## src/rtl/cpu_macros.svh

```systemverilog
`ifndef CPU_MACROS_SVH
`define CPU_MACROS_SVH

// Data and address width
`define WORD_SIZE 16

`define REG_COUNT 4

// Register written by JAL and JRL
`define LINK_REG 2

`define RESET_PC 0

`endif

```

## src/rtl/cpuPkg.sv

```systemverilog
`include "cpu_macros.svh"

package cpuPkg;

    typedef enum logic [3:0] {
        opBne   = 4'd0,
        opBeq   = 4'd1,
        opBgz   = 4'd2,
        opBlz   = 4'd3,
        opAdi   = 4'd4,
        opOri   = 4'd5,
        opLhi   = 4'd6,
        opLwd   = 4'd7,
        opSwd   = 4'd8,
        opJmp   = 4'd9,
        opJal   = 4'd10,
        opRtype = 4'd15
    } opcodeT;

    // R-format function field
    typedef enum logic [5:0] {
        fnAdd = 6'd0,
        fnSub = 6'd1,
        fnAnd = 6'd2,
        fnOrr = 6'd3,
        fnNot = 6'd4,
        fnTcp = 6'd5,
        fnShl = 6'd6,
        fnShr = 6'd7,
        fnJpr = 6'd25,
        fnJrl = 6'd26,
        fnWwd = 6'd28,
        fnHlt = 6'd29
    } funcT;

    typedef enum logic [3:0] {
        aluAdd,
        aluSub,
        aluAnd,
        aluOr,
        aluNot,
        aluNeg,
        aluShl,
        aluShr,
        aluPassA,
        aluLhi
    } aluOpT;

    typedef enum logic [1:0] {
        fwdNone = 2'd0,
        fwdMem  = 2'd1,
        fwdWb   = 2'd2
    } fwdSelT;

    typedef struct packed {
        logic regDst, aluSrc, isAlu;
        logic isBranch, isJumpReg, isJumpImm, isLink;
        logic memRead, memWrite, memToReg, regWrite;
        logic isWwd, isHalt;
        // Source registers the instruction really reads
        logic useRs, useRt;
    } ctrlT;

    typedef struct packed {
        logic                  valid;
        logic [`WORD_SIZE-1:0] pc;
        logic [`WORD_SIZE-1:0] instr;
    } ifIdT;

    typedef struct packed {
        logic                  valid;
        ctrlT                  ctrl;
        logic [`WORD_SIZE-1:0] pc;
        opcodeT                opcode;
        funcT                  func;
        logic [1:0]            rs, rt, rd;
        logic [`WORD_SIZE-1:0] opA, opB;
        logic [`WORD_SIZE-1:0] imm;
    } idExT;

    typedef struct packed {
        logic                  valid;
        logic                  memRead, memWrite, memToReg, regWrite;
        logic                  isWwd, isHalt;
        logic [`WORD_SIZE-1:0] aluResult;
        logic [`WORD_SIZE-1:0] storeData;
        logic [1:0]            rd;
    } exMemT;

    typedef struct packed {
        logic                  valid;
        logic                  memToReg, regWrite;
        logic                  isWwd, isHalt;
        logic [`WORD_SIZE-1:0] aluResult;
        logic [`WORD_SIZE-1:0] loadData;
        logic [1:0]            rd;
    } memWbT;

endpackage

```

## src/rtl/alu.sv

```systemverilog
`include "cpu_macros.svh"

module alu import cpuPkg::*; (
    input  opcodeT                opcode,
    input  funcT                  func,
    input  logic [`WORD_SIZE-1:0] a,
    input  logic [`WORD_SIZE-1:0] b,
    output logic [`WORD_SIZE-1:0] result,
    output logic                  branchTaken
);

    aluOpT                 op;
    logic [`WORD_SIZE-1:0] bEff;

    // ORI takes its immediate zero-extended
    assign bEff = (opcode == opOri) ? {{(`WORD_SIZE-8){1'b0}}, b[7:0]} : b;

    always_comb begin
        case (opcode)
            opRtype: begin
                case (func)
                    fnAdd:   op = aluAdd;
                    fnSub:   op = aluSub;
                    fnAnd:   op = aluAnd;
                    fnOrr:   op = aluOr;
                    fnNot:   op = aluNot;
                    fnTcp:   op = aluNeg;
                    fnShl:   op = aluShl;
                    fnShr:   op = aluShr;
                    default: op = aluPassA;
                endcase
            end
            opAdi, opLwd, opSwd:        op = aluAdd;
            opOri:                      op = aluOr;
            opLhi:                      op = aluLhi;
            opBne, opBeq, opBgz, opBlz: op = aluSub;
            default:                    op = aluPassA;
        endcase
    end

    always_comb begin
        case (op)
            aluAdd:  result = a + bEff;
            aluSub:  result = a - bEff;
            aluAnd:  result = a & bEff;
            aluOr:   result = a | bEff;
            aluNot:  result = ~a;
            aluNeg:  result = -a;
            aluShl:  result = {a[`WORD_SIZE-2:0], 1'b0};
            aluShr:  result = {a[`WORD_SIZE-1], a[`WORD_SIZE-1:1]};
            aluLhi:  result = {bEff[7:0], {(`WORD_SIZE-8){1'b0}}};
            default: result = a;
        endcase
    end

    always_comb begin
        case (opcode)
            opBne:   branchTaken = (a != b);
            opBeq:   branchTaken = (a == b);
            opBgz:   branchTaken = ($signed(a) > 0);
            opBlz:   branchTaken = ($signed(a) < 0);
            default: branchTaken = 1'b0;
        endcase
    end

endmodule

```

## src/rtl/controlUnit.sv

```systemverilog
`include "cpu_macros.svh"

module controlUnit import cpuPkg::*; (
    input  logic [`WORD_SIZE-1:0] instr,
    output ctrlT                  ctrl
);

    opcodeT opcode;
    funcT   func;

    assign opcode = opcodeT'(instr[15:12]);
    assign func   = funcT'(instr[5:0]);

    // Unknown encodings fall through as a NOP
    always_comb begin
        ctrl = '0;
        case (opcode)
            opBne, opBeq: begin
                ctrl.isBranch = 1'b1;
                ctrl.useRs    = 1'b1;
                ctrl.useRt    = 1'b1;
            end
            opBgz, opBlz: begin
                ctrl.isBranch = 1'b1;
                ctrl.useRs    = 1'b1;
            end
            opAdi, opOri, opLhi, opLwd: begin
                ctrl.aluSrc   = 1'b1;
                ctrl.isAlu    = 1'b1;
                ctrl.regWrite = 1'b1;
                ctrl.useRs    = (opcode != opLhi);
                ctrl.memRead  = (opcode == opLwd);
                ctrl.memToReg = (opcode == opLwd);
            end
            opSwd: begin
                ctrl.aluSrc   = 1'b1;
                ctrl.isAlu    = 1'b1;
                ctrl.memWrite = 1'b1;
                ctrl.useRs    = 1'b1;
                ctrl.useRt    = 1'b1;
            end
            opJmp, opJal: begin
                ctrl.isJumpImm = 1'b1;
                ctrl.isLink    = (opcode == opJal);
                ctrl.regWrite  = (opcode == opJal);
            end
            opRtype: begin
                case (func)
                    fnAdd, fnSub, fnAnd, fnOrr, fnNot, fnTcp, fnShl, fnShr: begin
                        ctrl.isAlu    = 1'b1;
                        ctrl.regDst   = 1'b1;
                        ctrl.regWrite = 1'b1;
                        ctrl.useRs    = 1'b1;
                        ctrl.useRt    = (func inside {fnAdd, fnSub, fnAnd, fnOrr});
                    end
                    fnWwd: begin
                        ctrl.isAlu = 1'b1;
                        ctrl.isWwd = 1'b1;
                        ctrl.useRs = 1'b1;
                    end
                    fnJpr, fnJrl: begin
                        ctrl.isJumpReg = 1'b1;
                        ctrl.useRs     = 1'b1;
                        ctrl.isLink    = (func == fnJrl);
                        ctrl.regWrite  = (func == fnJrl);
                    end
                    fnHlt: ctrl.isHalt = 1'b1;
                    default: ;
                endcase
            end
            default: ;
        endcase
    end

endmodule

```

## src/rtl/cpu.sv

```systemverilog
`include "cpu_macros.svh"

module cpu import cpuPkg::*; (
    input  logic                  Clk,
    input  logic                  rstN,
    output logic                  instrRead,
    output logic [`WORD_SIZE-1:0] instrAddr,
    input  logic [`WORD_SIZE-1:0] instrData,
    output logic                  dataRead,
    output logic                  dataWrite,
    output logic [`WORD_SIZE-1:0] dataAddr,
    output logic [`WORD_SIZE-1:0] dataWrData,
    input  logic [`WORD_SIZE-1:0] dataRdData,
    output logic                  outputValid,
    output logic [`WORD_SIZE-1:0] outputPort,
    output logic [`WORD_SIZE-1:0] numInst,
    output logic                  halted
);

    logic [`WORD_SIZE-1:0] idInstr;
    ctrlT                  idCtrl;

    controlUnit uControl (
        .instr (idInstr),
        .ctrl  (idCtrl)
    );

    datapath uDatapath (
        .Clk         (Clk),
        .rstN        (rstN),
        .idInstr     (idInstr),
        .idCtrl      (idCtrl),
        .instrRead   (instrRead),
        .instrAddr   (instrAddr),
        .instrData   (instrData),
        .dataRead    (dataRead),
        .dataWrite   (dataWrite),
        .dataAddr    (dataAddr),
        .dataWrData  (dataWrData),
        .dataRdData  (dataRdData),
        .outputValid (outputValid),
        .outputPort  (outputPort),
        .numInst     (numInst),
        .halted      (halted)
    );

endmodule

```

## src/rtl/datapath.sv

```systemverilog
`include "cpu_macros.svh"

module datapath import cpuPkg::*; (
    input  logic                  Clk,
    input  logic                  rstN,
    output logic [`WORD_SIZE-1:0] idInstr,
    input  ctrlT                  idCtrl,
    output logic                  instrRead,
    output logic [`WORD_SIZE-1:0] instrAddr,
    input  logic [`WORD_SIZE-1:0] instrData,
    output logic                  dataRead,
    output logic                  dataWrite,
    output logic [`WORD_SIZE-1:0] dataAddr,
    output logic [`WORD_SIZE-1:0] dataWrData,
    input  logic [`WORD_SIZE-1:0] dataRdData,
    output logic                  outputValid,
    output logic [`WORD_SIZE-1:0] outputPort,
    output logic [`WORD_SIZE-1:0] numInst,
    output logic                  halted
);

    ifIdT  ifId;
    idExT  idEx;
    exMemT exMem;
    memWbT memWb;

    logic [`WORD_SIZE-1:0] pc;
    logic                  fetchStop;

    ctrlT                  idCtrlV;
    logic [1:0]            idRs, idRt, idRd;
    logic [`WORD_SIZE-1:0] idRegA, idRegB, idImm, jumpTarget;
    logic                  idJump, idHalt, stall;

    fwdSelT                fwdA, fwdB;
    logic [`WORD_SIZE-1:0] exA, exB, aluB, aluResult, exResult, exTarget;
    logic                  branchTaken, exRedirect;
    logic [`WORD_SIZE-1:0] wbData;

    // ID stage
    assign idInstr    = ifId.instr;
    assign idCtrlV    = ifId.valid ? idCtrl : '0;
    assign idRs       = ifId.instr[11:10];
    assign idRt       = ifId.instr[9:8];
    assign idRd       = idCtrl.isLink ? 2'(`LINK_REG) :
                        (idCtrl.regDst ? ifId.instr[7:6] : idRt);
    assign idImm      = {{(`WORD_SIZE-8){ifId.instr[7]}}, ifId.instr[7:0]};
    assign jumpTarget = {ifId.pc[`WORD_SIZE-1:12], ifId.instr[11:0]};
    assign idJump     = idCtrlV.isJumpImm;
    assign idHalt     = idCtrlV.isHalt;

    regFile uRegFile (
        .Clk       (Clk),
        .rstN      (rstN),
        .readAddrA (idRs),
        .readAddrB (idRt),
        .readDataA (idRegA),
        .readDataB (idRegB),
        .writeEn   (memWb.valid && memWb.regWrite),
        .writeAddr (memWb.rd),
        .writeData (wbData)
    );

    hazardUnit uHazard (
        .idRs        (idRs),
        .idRt        (idRt),
        .idCtrl      (idCtrlV),
        .exRs        (idEx.rs),
        .exRt        (idEx.rt),
        .exRd        (idEx.rd),
        .exMemRead   (idEx.ctrl.memRead),
        .exValid     (idEx.valid),
        .memRd       (exMem.rd),
        .memRegWrite (exMem.regWrite),
        .memValid    (exMem.valid),
        .wbRd        (memWb.rd),
        .wbRegWrite  (memWb.regWrite),
        .wbValid     (memWb.valid),
        .fwdA        (fwdA),
        .fwdB        (fwdB),
        .stall       (stall)
    );

    // EX stage
    always_comb begin
        case (fwdA)
            fwdMem:  exA = exMem.aluResult;
            fwdWb:   exA = wbData;
            default: exA = idEx.opA;
        endcase
        case (fwdB)
            fwdMem:  exB = exMem.aluResult;
            fwdWb:   exB = wbData;
            default: exB = idEx.opB;
        endcase
    end

    assign aluB = idEx.ctrl.aluSrc ? idEx.imm : exB;

    alu uAlu (
        .opcode      (idEx.opcode),
        .func        (idEx.func),
        .a           (exA),
        .b           (aluB),
        .result      (aluResult),
        .branchTaken (branchTaken)
    );

    // Non-ALU results are the link address
    assign exResult   = idEx.ctrl.isAlu ? aluResult : idEx.pc + `WORD_SIZE'(1);
    assign exRedirect = idEx.valid &&
                        ((idEx.ctrl.isBranch && branchTaken) || idEx.ctrl.isJumpReg);
    assign exTarget   = idEx.ctrl.isJumpReg ? exA : idEx.pc + `WORD_SIZE'(1) + idEx.imm;

    assign wbData = memWb.memToReg ? memWb.loadData : memWb.aluResult;

    // Memory ports
    assign instrRead  = !fetchStop;
    assign instrAddr  = pc;
    assign dataRead   = exMem.valid && exMem.memRead;
    assign dataWrite  = exMem.valid && exMem.memWrite;
    assign dataAddr   = exMem.aluResult;
    assign dataWrData = exMem.storeData;

    // PC priority is stall, EX redirect, ID jump, halt, increment
    always_ff @(posedge Clk) begin
        if (!rstN) begin
            pc        <= `WORD_SIZE'(`RESET_PC);
            fetchStop <= 1'b0;
        end else begin
            if (!stall) begin
                if (exRedirect) begin
                    pc <= exTarget;
                end else if (idJump) begin
                    pc <= jumpTarget;
                end else if (!(idHalt || fetchStop)) begin
                    pc <= pc + `WORD_SIZE'(1);
                end
            end
            if (idHalt && !stall && !exRedirect) begin
                fetchStop <= 1'b1;
            end
        end
    end

    always_ff @(posedge Clk) begin
        if (!rstN) begin
            ifId.valid  <= 1'b0;
            idEx.valid  <= 1'b0;
            exMem.valid <= 1'b0;
            memWb.valid <= 1'b0;
        end else begin
            if (!stall) begin
                ifId.valid <= !(exRedirect || idJump || idHalt || fetchStop);
                ifId.pc    <= pc;
                ifId.instr <= instrData;
            end

            idEx.valid  <= ifId.valid && !stall && !exRedirect;
            idEx.ctrl   <= idCtrl;
            idEx.pc     <= ifId.pc;
            idEx.opcode <= opcodeT'(ifId.instr[15:12]);
            idEx.func   <= funcT'(ifId.instr[5:0]);
            idEx.rs     <= idRs;
            idEx.rt     <= idRt;
            idEx.rd     <= idRd;
            idEx.opA    <= idRegA;
            idEx.opB    <= idRegB;
            idEx.imm    <= idImm;

            exMem.valid     <= idEx.valid;
            exMem.memRead   <= idEx.ctrl.memRead;
            exMem.memWrite  <= idEx.ctrl.memWrite;
            exMem.memToReg  <= idEx.ctrl.memToReg;
            exMem.regWrite  <= idEx.ctrl.regWrite;
            exMem.isWwd     <= idEx.ctrl.isWwd;
            exMem.isHalt    <= idEx.ctrl.isHalt;
            exMem.aluResult <= exResult;
            exMem.storeData <= exB;
            exMem.rd        <= idEx.rd;

            memWb.valid     <= exMem.valid;
            memWb.memToReg  <= exMem.memToReg;
            memWb.regWrite  <= exMem.regWrite;
            memWb.isWwd     <= exMem.isWwd;
            memWb.isHalt    <= exMem.isHalt;
            memWb.aluResult <= exMem.aluResult;
            memWb.loadData  <= dataRdData;
            memWb.rd        <= exMem.rd;
        end
    end

    // Retire
    always_ff @(posedge Clk) begin
        if (!rstN) begin
            numInst     <= '0;
            halted      <= 1'b0;
            outputValid <= 1'b0;
        end else begin
            outputValid <= memWb.valid && memWb.isWwd;
            if (memWb.valid) begin
                numInst <= numInst + `WORD_SIZE'(1);
            end
            if (memWb.valid && memWb.isHalt) begin
                halted <= 1'b1;
            end
        end
    end

    always_ff @(posedge Clk) begin
        if (memWb.valid && memWb.isWwd) begin
            outputPort <= memWb.aluResult;
        end
    end

endmodule

```

## src/rtl/hazardUnit.sv

```systemverilog
module hazardUnit import cpuPkg::*; (
    input  logic [1:0] idRs,
    input  logic [1:0] idRt,
    input  ctrlT       idCtrl,
    input  logic [1:0] exRs,
    input  logic [1:0] exRt,
    input  logic [1:0] exRd,
    input  logic       exMemRead,
    input  logic       exValid,
    input  logic [1:0] memRd,
    input  logic       memRegWrite,
    input  logic       memValid,
    input  logic [1:0] wbRd,
    input  logic       wbRegWrite,
    input  logic       wbValid,
    output fwdSelT     fwdA,
    output fwdSelT     fwdB,
    output logic       stall
);

    // The younger producer in MEM wins over WB
    function automatic fwdSelT pickSource(input logic [1:0] src);
        if (memValid && memRegWrite && memRd == src) begin
            return fwdMem;
        end else if (wbValid && wbRegWrite && wbRd == src) begin
            return fwdWb;
        end
        return fwdNone;
    endfunction

    assign fwdA = pickSource(exRs);
    assign fwdB = pickSource(exRt);

    // Load in EX feeding the instruction in ID
    assign stall = exValid && exMemRead &&
                   ((idCtrl.useRs && idRs == exRd) || (idCtrl.useRt && idRt == exRd));

endmodule

```

## src/rtl/regFile.sv

```systemverilog
`include "cpu_macros.svh"

module regFile (
    input  logic                  Clk,
    input  logic                  rstN,
    input  logic [1:0]            readAddrA,
    input  logic [1:0]            readAddrB,
    output logic [`WORD_SIZE-1:0] readDataA,
    output logic [`WORD_SIZE-1:0] readDataB,
    input  logic                  writeEn,
    input  logic [1:0]            writeAddr,
    input  logic [`WORD_SIZE-1:0] writeData
);

    logic [`WORD_SIZE-1:0] regs [`REG_COUNT];

    always_ff @(posedge Clk) begin
        if (!rstN) begin
            for (int i = 0; i < `REG_COUNT; i++) begin
                regs[i] <= '0;
            end
        end else if (writeEn) begin
            regs[writeAddr] <= writeData;
        end
    end

    // WB write is visible to the ID read in the same cycle
    assign readDataA = (writeEn && writeAddr == readAddrA) ? writeData : regs[readAddrA];
    assign readDataB = (writeEn && writeAddr == readAddrB) ? writeData : regs[readAddrB];

endmodule

```

## config.mk

```make
export PLATFORM = sky130hd
export DESIGN_NAME = cpu
export DESIGN_NICKNAME = d
export VERILOG_FILES = /design/src/rtl/cpuPkg.sv /design/src/rtl/alu.sv /design/src/rtl/controlUnit.sv /design/src/rtl/cpu.sv /design/src/rtl/datapath.sv /design/src/rtl/hazardUnit.sv /design/src/rtl/regFile.sv
export VERILOG_INCLUDE_DIRS = /design/src /design/src/rtl
export SDC_FILE = /design/constraint.sdc
export NUM_CORES = 1
export LEC_CHECK = 0
export ABC_AREA = 1
export BUFFER_PORTS_ARGS = -buffer_cell sky130_fd_sc_hd__buf_4
export CAP_MARGIN = 20
export CELL_PAD_IN_SITES_DETAIL_PLACEMENT = 1
export CELL_PAD_IN_SITES_GLOBAL_PLACEMENT = 1
export CORE_MARGIN = 2
export CORE_UTILIZATION = 39
export DETAILED_ROUTE_END_ITERATION = 16
export PLACE_DENSITY = 0.71
export SLEW_MARGIN = 30
export SYNTH_ARGS = -nofsm -noshare
export SYNTH_HDL_FRONTEND = slang
export SYNTH_SLANG_ARGS = --single-unit
```

## constraint.sdc

```tcl
create_clock -name Clk -period 12.65 [get_ports Clk]
set_clock_uncertainty 0.05 [all_clocks]
set_input_delay 0.6325 -clock Clk [delete_from_list [all_inputs] [get_ports Clk]]
set_output_delay 0.6325 -clock Clk [all_outputs]
set_load 0.01 [all_outputs]
```

Word-level counts from Yosys, hierarchy flattened
Memory sizes are Yosys's and may differ from the RTL's. A register that Yosys moved wholly into a read port is not among the register bits.
Index checks and enable logic that the tools add are counted.
{"block": "classes", "reduce_logical": 51, "bitwise": 4, "addsub": 7, "eq_ne": 53, "n_shift": 0, "n_mux": 56, "n_div": 0, "mul": 0, "n_lt_le_gt_ge": 2}
{"cell": "$mux 16", "n": 9}
{"cell": "$pmux 16 s9", "n": 1}
{"cell": "$pmux 16 s2", "n": 2}
{"cell": "$add 16x1->16 const B", "n": 3}
{"cell": "$eq 4x3->1 const B", "n": 12}
{"cell": "$add 16x16->16", "n": 2}
{"cell": "$eq 4x4->1 const B", "n": 7}
{"cell": "$eq 4x2->1 const B", "n": 6}
{"cell": "$eq 6x3->1 const B", "n": 4}
{"cell": "$eq 6x5->1 const B", "n": 4}
{"cell": "$mux 1", "n": 24}
{"cell": "$logic_and 1x1->1", "n": 20}
{"cell": "$pmux 4 s5", "n": 1}
{"cell": "$mux 2", "n": 9}
{"cell": "$and 16x16->16", "n": 1}
{"cell": "$eq 16x16->1", "n": 1}
{"cell": "$gt 16x1->1 const B", "n": 1}
{"cell": "$lt 16x1->1 const B", "n": 1}
{"cell": "$ne 16x16->1", "n": 1}
{"cell": "$neg 16->16", "n": 1}
{"cell": "$not 16->16", "n": 1}
{"cell": "$or 16x16->16", "n": 1}
{"cell": "$reduce_or 16->1", "n": 1}
{"cell": "$sub 16x16->16", "n": 1}
{"cell": "29 further kinds", "n": 59}
{"block": "totals", "romBits": 24, "latchBits": 0, "memories": 2, "mem_bits_rw": 64, "register_bits": 213}
{"name": "uDatapath.uRegFile.regs", "depth": 4, "width": 16, "rd": 2, "rd_clocked_by_memory_dff": 2, "wr": 4, "line": "regFile.sv:15", "text": "logic [`WORD_SIZE-1:0] regs [`REG_COUNT];"}
{"name": "(name not given)", "depth": 8, "width": 3, "rd": 1, "rd_clocked_by_memory_dff": 1, "wr": 0, "line": "alu.sv:21", "text": "case (func)"}

Depth between registers and ports, before layout
Gate-level depths: netlist of the first run.
{"block": "logic_depth", "ltp_word": 17, "mapped_depth": 32, "mapped_depth_nobuf": 31}

Cells and area by module
Synthesis of the first run repeated with hierarchy kept, for this count alone.
{"block": "hier_totals", "cells_unflattened": 2410, "area_unflattened_um2": 19094.6}
{"mod": "datapath", "instances": 1, "seq_area_each_um2": 6846.6, "area_per_inst_um2": 11382.2, "cells_per_inst": 1141}
{"mod": "regFile", "instances": 1, "seq_area_each_um2": 1921.8, "area_per_inst_um2": 4184.0, "cells_per_inst": 597}
{"mod": "alu", "instances": 1, "seq_area_each_um2": 0.0, "area_per_inst_um2": 3049.2, "cells_per_inst": 564}
{"mod": "controlUnit", "instances": 1, "seq_area_each_um2": 0.0, "area_per_inst_um2": 254.0, "cells_per_inst": 59}
{"mod": "hazardUnit", "instances": 1, "seq_area_each_um2": 0.0, "area_per_inst_um2": 225.2, "cells_per_inst": 49}

Worst setup path before layout of the first run
OpenSTA, ideal clock, no wires.
{"block": "synth_timing", "path_type": "flip-flop to flip-flop", "from": "reg uDatapath.memWb[37] (netlist bit)", "to": "reg uDatapath.exMem, in the netlist uDatapath.dataAddr[15], data pin", "n_path_buf": 3, "setup_ns": 0.252, "synth_period_minus_slack_ns": 4.245, "t_required_ns": 12.348, "stages_incl_launch_ff": 29, "arrival_time_ns": 3.942, "setup_slack_ns": 8.405, "cell_sequence": "edfxtp_1 > buf_2 > buf_6 > buf_6 > mux2_2 > clkinv_2 > o211ai_1 > o21ai_1 > ha_1 > inv_1 > nor2_1 > a21oi_1 > xor2_1 > ha_1 > a21oi_1 > o21ai_0 > a21oi_1 > nor2_1 > o21ai_0 > nand2_1 > a21boi_0 > o21ai_0 > nand2_1 > o21ai_0 > nand3b_1 > nand3_1 > nand2_1 > nand2_1 > nand2_1"}
{"block": "synth_via", "elab_chain_cells": 7, "word_cells_on_any_way": 13}
{"item": "start: declaration", "line": "datapath.sv:25", "text": "memWbT memWb;"}
{"item": "$mux 16 (*)", "line": "datapath.sv:115", "text": "assign wbData = memWb.memToReg ? memWb.loadData : memWb.aluResult;"}
{"item": "$pmux 16 s2 (*)", "line": "datapath.sv:91", "text": "case (fwdB)"}
{"item": "named net uDatapath.exB[0]", "line": "datapath.sv:36", "text": "logic [`WORD_SIZE-1:0] exA, exB, aluB, aluResult, exResult, exTarget;"}
{"item": "$mux 16 (*)", "line": "datapath.sv:98", "text": "assign aluB = idEx.ctrl.aluSrc ? idEx.imm : exB;"}
{"item": "$mux 16 (*)", "line": "alu.sv:16", "text": "assign bEff = (opcode == opOri) ? {{(`WORD_SIZE-8){1'b0}}, b[7:0]} : b;"}
{"item": "$sub 16x16->16 / $add 16x16->16 (equally long branches)", "line": "alu.sv:44, alu.sv:43"}
{"item": "$pmux 16 s9 (*)", "line": "alu.sv:42", "text": "case (op)"}
{"item": "$mux 16 (*)", "line": "datapath.sv:110", "text": "assign exResult = idEx.ctrl.isAlu ? aluResult : idEx.pc + `WORD_SIZE'(1);"}
{"item": "named net uDatapath.exResult[15]", "line": "datapath.sv:36"}
{"item": "end: declaration", "line": "datapath.sv:24", "text": "exMemT exMem;"}
Mark *: on every way through the listed nets, which the timed path passes. The rest lies on a longest branch.
A chain may end at the register's enable or synchronous reset.

Worst setup path in the final report of the first run
{"block": "layout_timing", "from": "reg uDatapath.idEx[51] (netlist bit)", "to": "reg uDatapath.pc[9], in the netlist uDatapath.instrAddr[9]"}
{"block": "layout_via", "elab_chain_cells": 15, "word_cells_on_any_way": 21}
{"item": "start: declaration", "line": "datapath.sv:23", "text": "idExT idEx;"}
{"item": "$eq 2x2->1", "line": "hazardUnit.sv:25", "text": "end else if (wbValid && wbRegWrite && wbRd == src) begin"}
{"item": "$logic_and 1x1->1", "line": "hazardUnit.sv:25"}
{"item": "$mux 1", "line": "hazardUnit.sv:25"}
{"item": "$mux 1", "line": "hazardUnit.sv:23", "text": "if (memValid && memRegWrite && memRd == src) begin"}
{"item": "$mux 2 (*)", "line": "hazardUnit.sv:28", "text": "return fwdNone;"}
{"item": "$eq 2x2->1 / $eq 2x1->1 (equally long branches)", "line": "datapath.sv:91"}
{"item": "$pmux 16 s2 (*)", "line": "datapath.sv:91"}
{"item": "named net uDatapath.exB[6]", "line": "datapath.sv:36"}
{"item": "$mux 16 (*)", "line": "datapath.sv:98"}
{"item": "$eq 16x16->1 / $ne 16x16->1 (equally long branches)", "line": "alu.sv:59, alu.sv:58"}
{"item": "$pmux 1 s4 (*)", "line": "alu.sv:57", "text": "case (opcode)"}
{"item": "$logic_and 1x1->1 (*)", "line": "datapath.sv:112", "text": "((idEx.ctrl.isBranch && branchTaken) || idEx.ctrl.isJumpReg);"}
{"item": "$logic_or 1x1->1 (*)", "line": "datapath.sv:112"}
{"item": "$logic_and 1x1->1 (*)", "line": "datapath.sv:111", "text": "assign exRedirect = idEx.valid &&"}
{"item": "$ne 3x1->1 (no line)"}
{"item": "$reduce_and 2->1 (no line)"}
{"item": "end signal: assignment", "line": "datapath.sv:128", "text": "pc <= `WORD_SIZE'(`RESET_PC);"}
{"item": "end signal: assignment", "line": "datapath.sv:133", "text": "pc <= exTarget;"}
{"item": "end signal: assignment", "line": "datapath.sv:135", "text": "pc <= jumpTarget;"}
{"item": "end: declaration", "line": "datapath.sv:27", "text": "logic [`WORD_SIZE-1:0] pc;"}
Marked as above.

==> results of run 1 <==
sequential cells by signal, summed over array words and instances, names as in the netlist, named ones only:
name	flops
uDatapath.idEx	76
uDatapath.uRegFile.regs	64
uDatapath.memWb	39
uDatapath.ifId	17
uDatapath.dataAddr	16
uDatapath.dataWrData	16
uDatapath.idInstr	16
uDatapath.instrAddr	16
uDatapath.numInst	16
uDatapath.outputPort	16
uDatapath.exMem	8
uDatapath.fetchStop	1
uDatapath.halted	1
uDatapath.outputValid	1
cell usage after synthesis, types with 7 or more instances:
cell and number:
nand2_2 7, nand2_1 431, nand3_1 110, buf_4 35, o211ai_1 12, o22ai_1 42
o21a_1 7, xor2_1 32, ha_1 52, nand4_1 10, edfxtp_1 264, nand3_2 10
a2111oi_0 7, nand3b_1 9, a21oi_1 78, nor4_1 9, nor3_1 30, xnor2_1 21
o21ai_0 209, buf_2 7, nor2_1 279, buf_6 9, clkbuf_1 50, dfxtp_1 42
inv_1 247, inv_2 10, or2_2 11
cell families (layout without fill, tap and decap cells):
| kind of cell | after synthesis | after routing | synth area share (%) |
|---|---|---|---|
| compound gates | 404 | 404 | 12.9 |
| xor+xnor | 54 | 54 | 2.69 |
| fa+ha+maj | 54 | 54 | 3.86 |
| buf+inv | 366 | 462 | 8.85 |
| flops | 306 | 306 | 49.1 |
| mux | 7 | 7 | 0.420 |
| other cells | 0 | 1 | 0 |
| simple gates | 925 | 925 | 22.2 |
worst paths after layout:
| kind | startpoint | to | slack, ps |
|---|---|---|---|
| max | uDatapath.idEx[51] | uDatapath.instrAddr[9] | 6710 |
| min | dataRdData[4] | uDatapath.memWb[6] | 190 |
| max reg2reg | uDatapath.idEx[51] | uDatapath.instrAddr[9] | 6710 |
| min reg2reg | uDatapath.ifId[18] | uDatapath.idEx[66] | 360 |
power by group:
group / internal, W / switching, W / total (W)
clock: 0.000646 / 0.000450 / 0.00110
sequential: 0.00117 / 0.0000552 / 0.00122
combinational: 0.000158 / 0.000322 / 0.000480
total: 0.00197 / 0.000827 / 0.00280
through the flow:
stage | total power (W) | instances | worst slack [ps] | utilization [%]
global placement | 0.00170 | 2744 | 6980 | 42.0
detailed placement | 0.00172 | 2744 | 6500 | 42.0
finish | 0.00280 | 2813 | 6710 | 44.8
global route | 0.00290 | 2812 | 6180 | 44.8
floorplan | 0.00153 | 2116 | 8410 | -
CTS | 0.00281 | 2811 | 6470 | 44.8
routing by layer:
metal / track usage, % / vias up / share of wire, %
met1: 36.7 / 7736 / 45
li1: - / 7255 / -
met3: 3.66 / 120 / 6.1
met5: 0 / - / 0
met2: 43.7 / 557 / 46
met4: 9.64 / 0 / 3.4
layout make-up:
| class | count | share of cell area (%) |
|---|---|---|
| flip-flops and latches | 306 | 43.2 |
| multi-input cells | 1444 | 37.2 |
| repair buffers | 134 | 5.01 |
| clock buffers | 44 | 4.89 |
| inverters | 261 | 4.83 |
| well taps | 600 | 3.70 |
| clock inverters | 23 | 1.19 |
| diodes | 1 | 0.0123 |
==> impl_metrics.env, run 1 <==
export IMPL_synth_cell_types=59
export IMPL_async_flop_share_pct=0
export IMPL_synth_top_area_share_pct=44.3
export IMPL_slowest_stage="o21ai_0"
export IMPL_synth_seq_cells=306
export IMPL_synth_edff_count=264
export IMPL_ys_flop_type="edfxtp_1"
export IMPL_synth_warnings=0
export IMPL_tns_ps=0
export IMPL_synth_area_um2=17900
export IMPL_setup_worst_path_start_class="flop"
export IMPL_wl_per_cell_um=22.6
export IMPL_fillerInstances=5435
export IMPL_rsz0062_at_grt="no"
export IMPL_cpPeakStageDelay_ps=620
export IMPL_max_clock_path_buffers=3
export IMPL_crit_arrival_ps=6370
export IMPL_critPathRequiredTime_ps=13080
export IMPL_via_per_inst=5.57
export IMPL_place_detailed_hpwl_um=46600
export IMPL_power_density_nw_per_um2=138
export IMPL_worstSetupPathType="flop to flop"
export IMPL_whs_ps=194
export IMPL_syn_inst=2116
export IMPL_hp_class="input port to flop"
export IMPL_initial_utilization_pct=39.5
export IMPL_syn_nets=2204
export IMPL_routabilityCongestion=0.970
export IMPL_grt_pass1_wl_um=96400
export IMPL_wirelength_um=63700
export IMPL_post_cts_buffers=0
export IMPL_row_count=78
export IMPL_cts_buffers=37
export IMPL_grt_pass1_vias=16000
export IMPL_drive_gt1_share_pct=11.7
export IMPL_die_y_um=218
export IMPL_io_buffer_count=118
export IMPL_crit_top_cell="nand2_1"
export IMPL_drtPass1Iterations=5
export IMPL_finalCritPeriodShare_pct=47.0
export IMPL_h_tree_depth=2
export IMPL_area_growth_pct=13.6
export IMPL_multiInputGateArea_um2=7540
export IMPL_nets=2272
export IMPL_cp_depth=28
export IMPL_grt_max_degree=80
export IMPL_regArea_um2=8770
export IMPL_layout_commonest_cell="nand2_1"
export IMPL_fp_coreArea_um2=45300
export IMPL_dieWidth_um=218
export IMPL_clk_latency_ps=570
export IMPL_clkSinkCount=306
export IMPL_antenna_left=0
export IMPL_p_leak_nw=8.54
export IMPL_finalCriticalPeriod_ps=5940
export IMPL_cts_tree="yes"
export IMPL_cts_hold_buf=0
export IMPL_cts_root_buffer="clkbuf_16"
export IMPL_fmax_mhz=168
export IMPL_gr_total_overflow=0
export IMPL_setup_violations=0
export IMPL_crit_family="simple AND/OR/NAND/NOR gates"
export IMPL_maxCapViolCount=0
export IMPL_drt_iter0_drc=1227
export IMPL_hold_path_depth=1
export IMPL_status="finished clean"
export IMPL_relSlewSlack_pct=33.1
export IMPL_cp_buffers_inverters=3
export IMPL_via_count=15700
export IMPL_yosysSeqAreaShare_pct=49.1
export IMPL_place_area_um2=19000
export IMPL_crit_fanout=32
export IMPL_dieArea_um2=47600
export IMPL_endpoint_kind="flop"
export IMPL_yosysTopAreaCell="edfxtp_1"
export IMPL_path_clk_slew_ps=60
export IMPL_synth_area_leaders="edfxtp_1 (44%), nand2_1 (9.1%), nor2_1 (5.9%), o21ai_0 (5.9%), inv_1 (5.2%)"
export IMPL_vdd_drop_max_mv=0.124
export IMPL_antenna_found_initial=0
export IMPL_hold_violations=0
export IMPL_most_common_layout_cells="nand2_1 (429), nor2_1 (278), edfxtp_1 (264)"
export IMPL_r2r_cells=28
export IMPL_ctsResizeCount=0
export IMPL_num_io_pins=119
export IMPL_grt_use_total_pct=26.9
export IMPL_drc=0
export IMPL_worst_pin_slew_ps=976
export IMPL_syn_avg_cell_area_um2=8.45
export IMPL_slew_violations=0
export IMPL_postLayoutCellArea_um2=20300
(Power assumes the default switching activity.)
==> inputs of run 2 (changes only) <==
ABC_AREA = 0   (was 1)
clock period = 5.19 ns   (was 12.65 ns; I/O delays follow)
==> run 2 against run 1 <==
Effect of this change: global-route usage is 0.49 points lower; register-to-register slack worse by 6600 ps; via count is 9.5% lower; flip-flop and latch count stayed put; setup slack worse by 6600 ps; synthesized area is 1.3% lower; non-clock buffer count is 118 higher; synthesized cell count is 25% lower; clock power is 140% higher; wire length is 2.5% lower; critical endpoint is now uDatapath.instrAddr[6].
==> impl_metrics.env, run 2 <==
export IMPL_status="finished clean"
export IMPL_io_buffer_count=118
export IMPL_area_growth_pct=19.6
export IMPL_grt_max_degree=140
export IMPL_endpoint_kind="flop"
export IMPL_hp_class="input port to flop"
export IMPL_worst_pin_slew_ps=994
export IMPL_drc=0
export IMPL_routabilityCongestion=0.925
export IMPL_maxCapViolCount=0
export IMPL_dieArea_um2=47000
export IMPL_r2r_start="uDatapath.memWb[0]"
export IMPL_drt_iter0_drc=1266
export IMPL_ys_flop_type="edfxtp_1"
export IMPL_grt_pass1_vias=14600
export IMPL_drtPass1Iterations=6
export IMPL_h_tree_depth=2
export IMPL_dieWidth_um=217
export IMPL_yosysSeqAreaShare_pct=49.7
export IMPL_gr_total_overflow=0
export IMPL_synth_warnings=0
export IMPL_cts_tree="yes"
export IMPL_cts_buffers=37
export IMPL_crit_arrival_ps=5440
export IMPL_finalCriticalPeriod_ps=5040
export IMPL_rsz0062_at_grt="yes"
export IMPL_whs_ps=74.2
export IMPL_hold_start="rstN"
export IMPL_syn_inst=1594
export IMPL_clk_latency_ps=580
export IMPL_setup_violations=0
export IMPL_synth_area_um2=17600
export IMPL_synth_top_area_share_pct=44.9
export IMPL_antenna_cells=0
export IMPL_via_per_inst=5.96
export IMPL_synth_cell_types=80
export IMPL_yosysMostFrequentCell="edfxtp_1"
export IMPL_nets=1846
export IMPL_dpl_worst_slack_ps=4.22
export IMPL_critPathRequiredTime_ps=5590
export IMPL_layout_commonest_cell="edfxtp_1"
export IMPL_most_common_layout_cells="edfxtp_1 (264), buf_4 (212), nor2_1 (182)"
export IMPL_hold_violations=0
export IMPL_async_flop_share_pct=0
export IMPL_grt_pass1_wl_um=93100
export IMPL_critPathCapture="uDatapath.instrAddr[6]"
export IMPL_path_clk_slew_ps=60
export IMPL_p_leak_nw=8.06
export IMPL_synth_edff_count=264
export IMPL_regMostFlops="uDatapath.idEx"
export IMPL_cts_root_buffer="clkbuf_16"
export IMPL_syn_avg_cell_area_um2=11.1
export IMPL_drive_gt1_share_pct=21.5
export IMPL_largest_reg_flops=76
export IMPL_clkSinkCount=306
export IMPL_fp_coreArea_um2=44400
export IMPL_num_io_pins=119
export IMPL_place_detailed_hpwl_um=44900
export IMPL_synth_common_cells="edfxtp_1 (264), nor2_1 (182), nand2_1 (94), a21oi_1 (72), clkbuf_1 (64)"
export IMPL_antenna_left=0
export IMPL_tns_ps=0
export IMPL_vdd_drop_max_mv=0.229
export IMPL_relSlewSlack_pct=33.4
export IMPL_r2r_end="uDatapath.instrAddr[6]"
export IMPL_hold_path_depth=1
export IMPL_wirelength_um=62100
export IMPL_slew_violations=0
export IMPL_setup_worst_path_start_class="flop"
export IMPL_max_clock_path_buffers=3
export IMPL_setup_slack_ps=149
export IMPL_via_count=14200
export IMPL_initial_utilization_pct=39.7
export IMPL_synth_area_leaders="edfxtp_1 (45%), dfxtp_1 (4.8%), mux4_2 (4.1%), nor2_1 (3.9%), ha_1 (3.7%)"
export IMPL_power_density_nw_per_um2=334
export IMPL_row_count=77
export IMPL_antenna_found_initial=0
export IMPL_syn_nets=1682
export IMPL_critPathLaunch="uDatapath.memWb[0]"
export IMPL_grt_use_total_pct=26.4
export IMPL_finalCritPeriodShare_pct=97.1
export IMPL_wl_per_cell_um=26.1
export IMPL_worstSetupPathType="flop to flop"
export IMPL_yosysTopAreaCell="edfxtp_1"
export IMPL_fmax_mhz=198
export IMPL_crit_fanout=21
export IMPL_top_regs="uDatapath.idEx x76, uDatapath.uRegFile.regs x64, uDatapath.memWb x39"
export IMPL_r2r_slack_ps=150
export IMPL_synth_seq_cells=306
export IMPL_r2r_cells=16
export IMPL_die_y_um=217
[run 2: stage by stage]
step                      utilization [%]  instance area (µm²)  instances  total power (W)
after floorplan                         -                17600       1594          0.00380
after global placement               43.8                19500       2278          0.00433
after detailed placement             43.8                19500       2278          0.00435
after CTS                            47.4                21000       2378          0.00708
after global routing                 47.5                21100       2379          0.00732
final                                47.5                21100       2379          0.00705
[run 2: cell families after synthesis]
| logic type | count (synthesis) | synth area share (%) |
|---|---|---|
| simple gates | 519 | 14.7 |
| buf+inv | 162 | 4.57 |
| fa+ha+maj | 54 | 3.91 |
| flops | 306 | 49.7 |
| xor+xnor | 106 | 5.35 |
| mux | 105 | 8.47 |
| compound gates | 342 | 13.3 |
[run 2: per-layer routing]
metal	wire length, µm	global-route usage, %	share of wire (%)
met5	0	0	0
met4	2440	10.3	3.9
met3	3860	4.40	6.2
met2	27900	41.2	45
met1	27800	36.8	45
[run 2: repair_timing]
action / CTS / global route
hold buffers: 32 / 0
buffers inserted: 0 / 1
endpoints found under the setup margin: 1 / 10
hold endpoints to repair: 32 / 0
pin swaps: 1 / 1
gates resized for setup: 0 / 15
[run 2: worst min-delay path by stage]
stage                                  endpoint  slack [ps]
after CTS                    uDatapath.idEx[71]          60
final                        uDatapath.idEx[71]          70
after floorplan            uDatapath.idInstr[0]         310
after global routing      uDatapath.dataAddr[7]          70
after detailed placement    uDatapath.memWb[34]         360
after global placement       uDatapath.idEx[64]         350
[run 2: final cells by class]
| cell class | instances | area, µm² |
|---|---|---|
| Clock inverter | 17 | 200 |
| Timing Repair Buffer | 252 | 2050 |
| Inverter | 35 | 131 |
| Fill cell | 4769 | 23300 |
| Tap cell | 592 | 741 |
| Clock buffer | 51 | 1050 |
| Multi-Input combinational cell | 1126 | 8180 |
| Sequential cell | 306 | 8770 |
[run 2: power breakdown]
part / internal (W) / switching (W)
Sequential: 0.00285 / 0.000161
Clock: 0.00159 / 0.00111
Combinational: 0.000556 / 0.000789
[run 2: critical path: stages (launching register included)]
cell	delay, ps
edfxtp_1	470
buf_4	220
xnor2_2	440
buf_4	320
and4_1	210
o31a_1	490
inv_1	420
and4_1	300
mux2i_1	130
a2bb2oi_1	560
o211a_1	250
o211ai_2	80
buf_4	190
buf_12	160
mux2i_1	210
o221ai_1	200
a22o_1	210
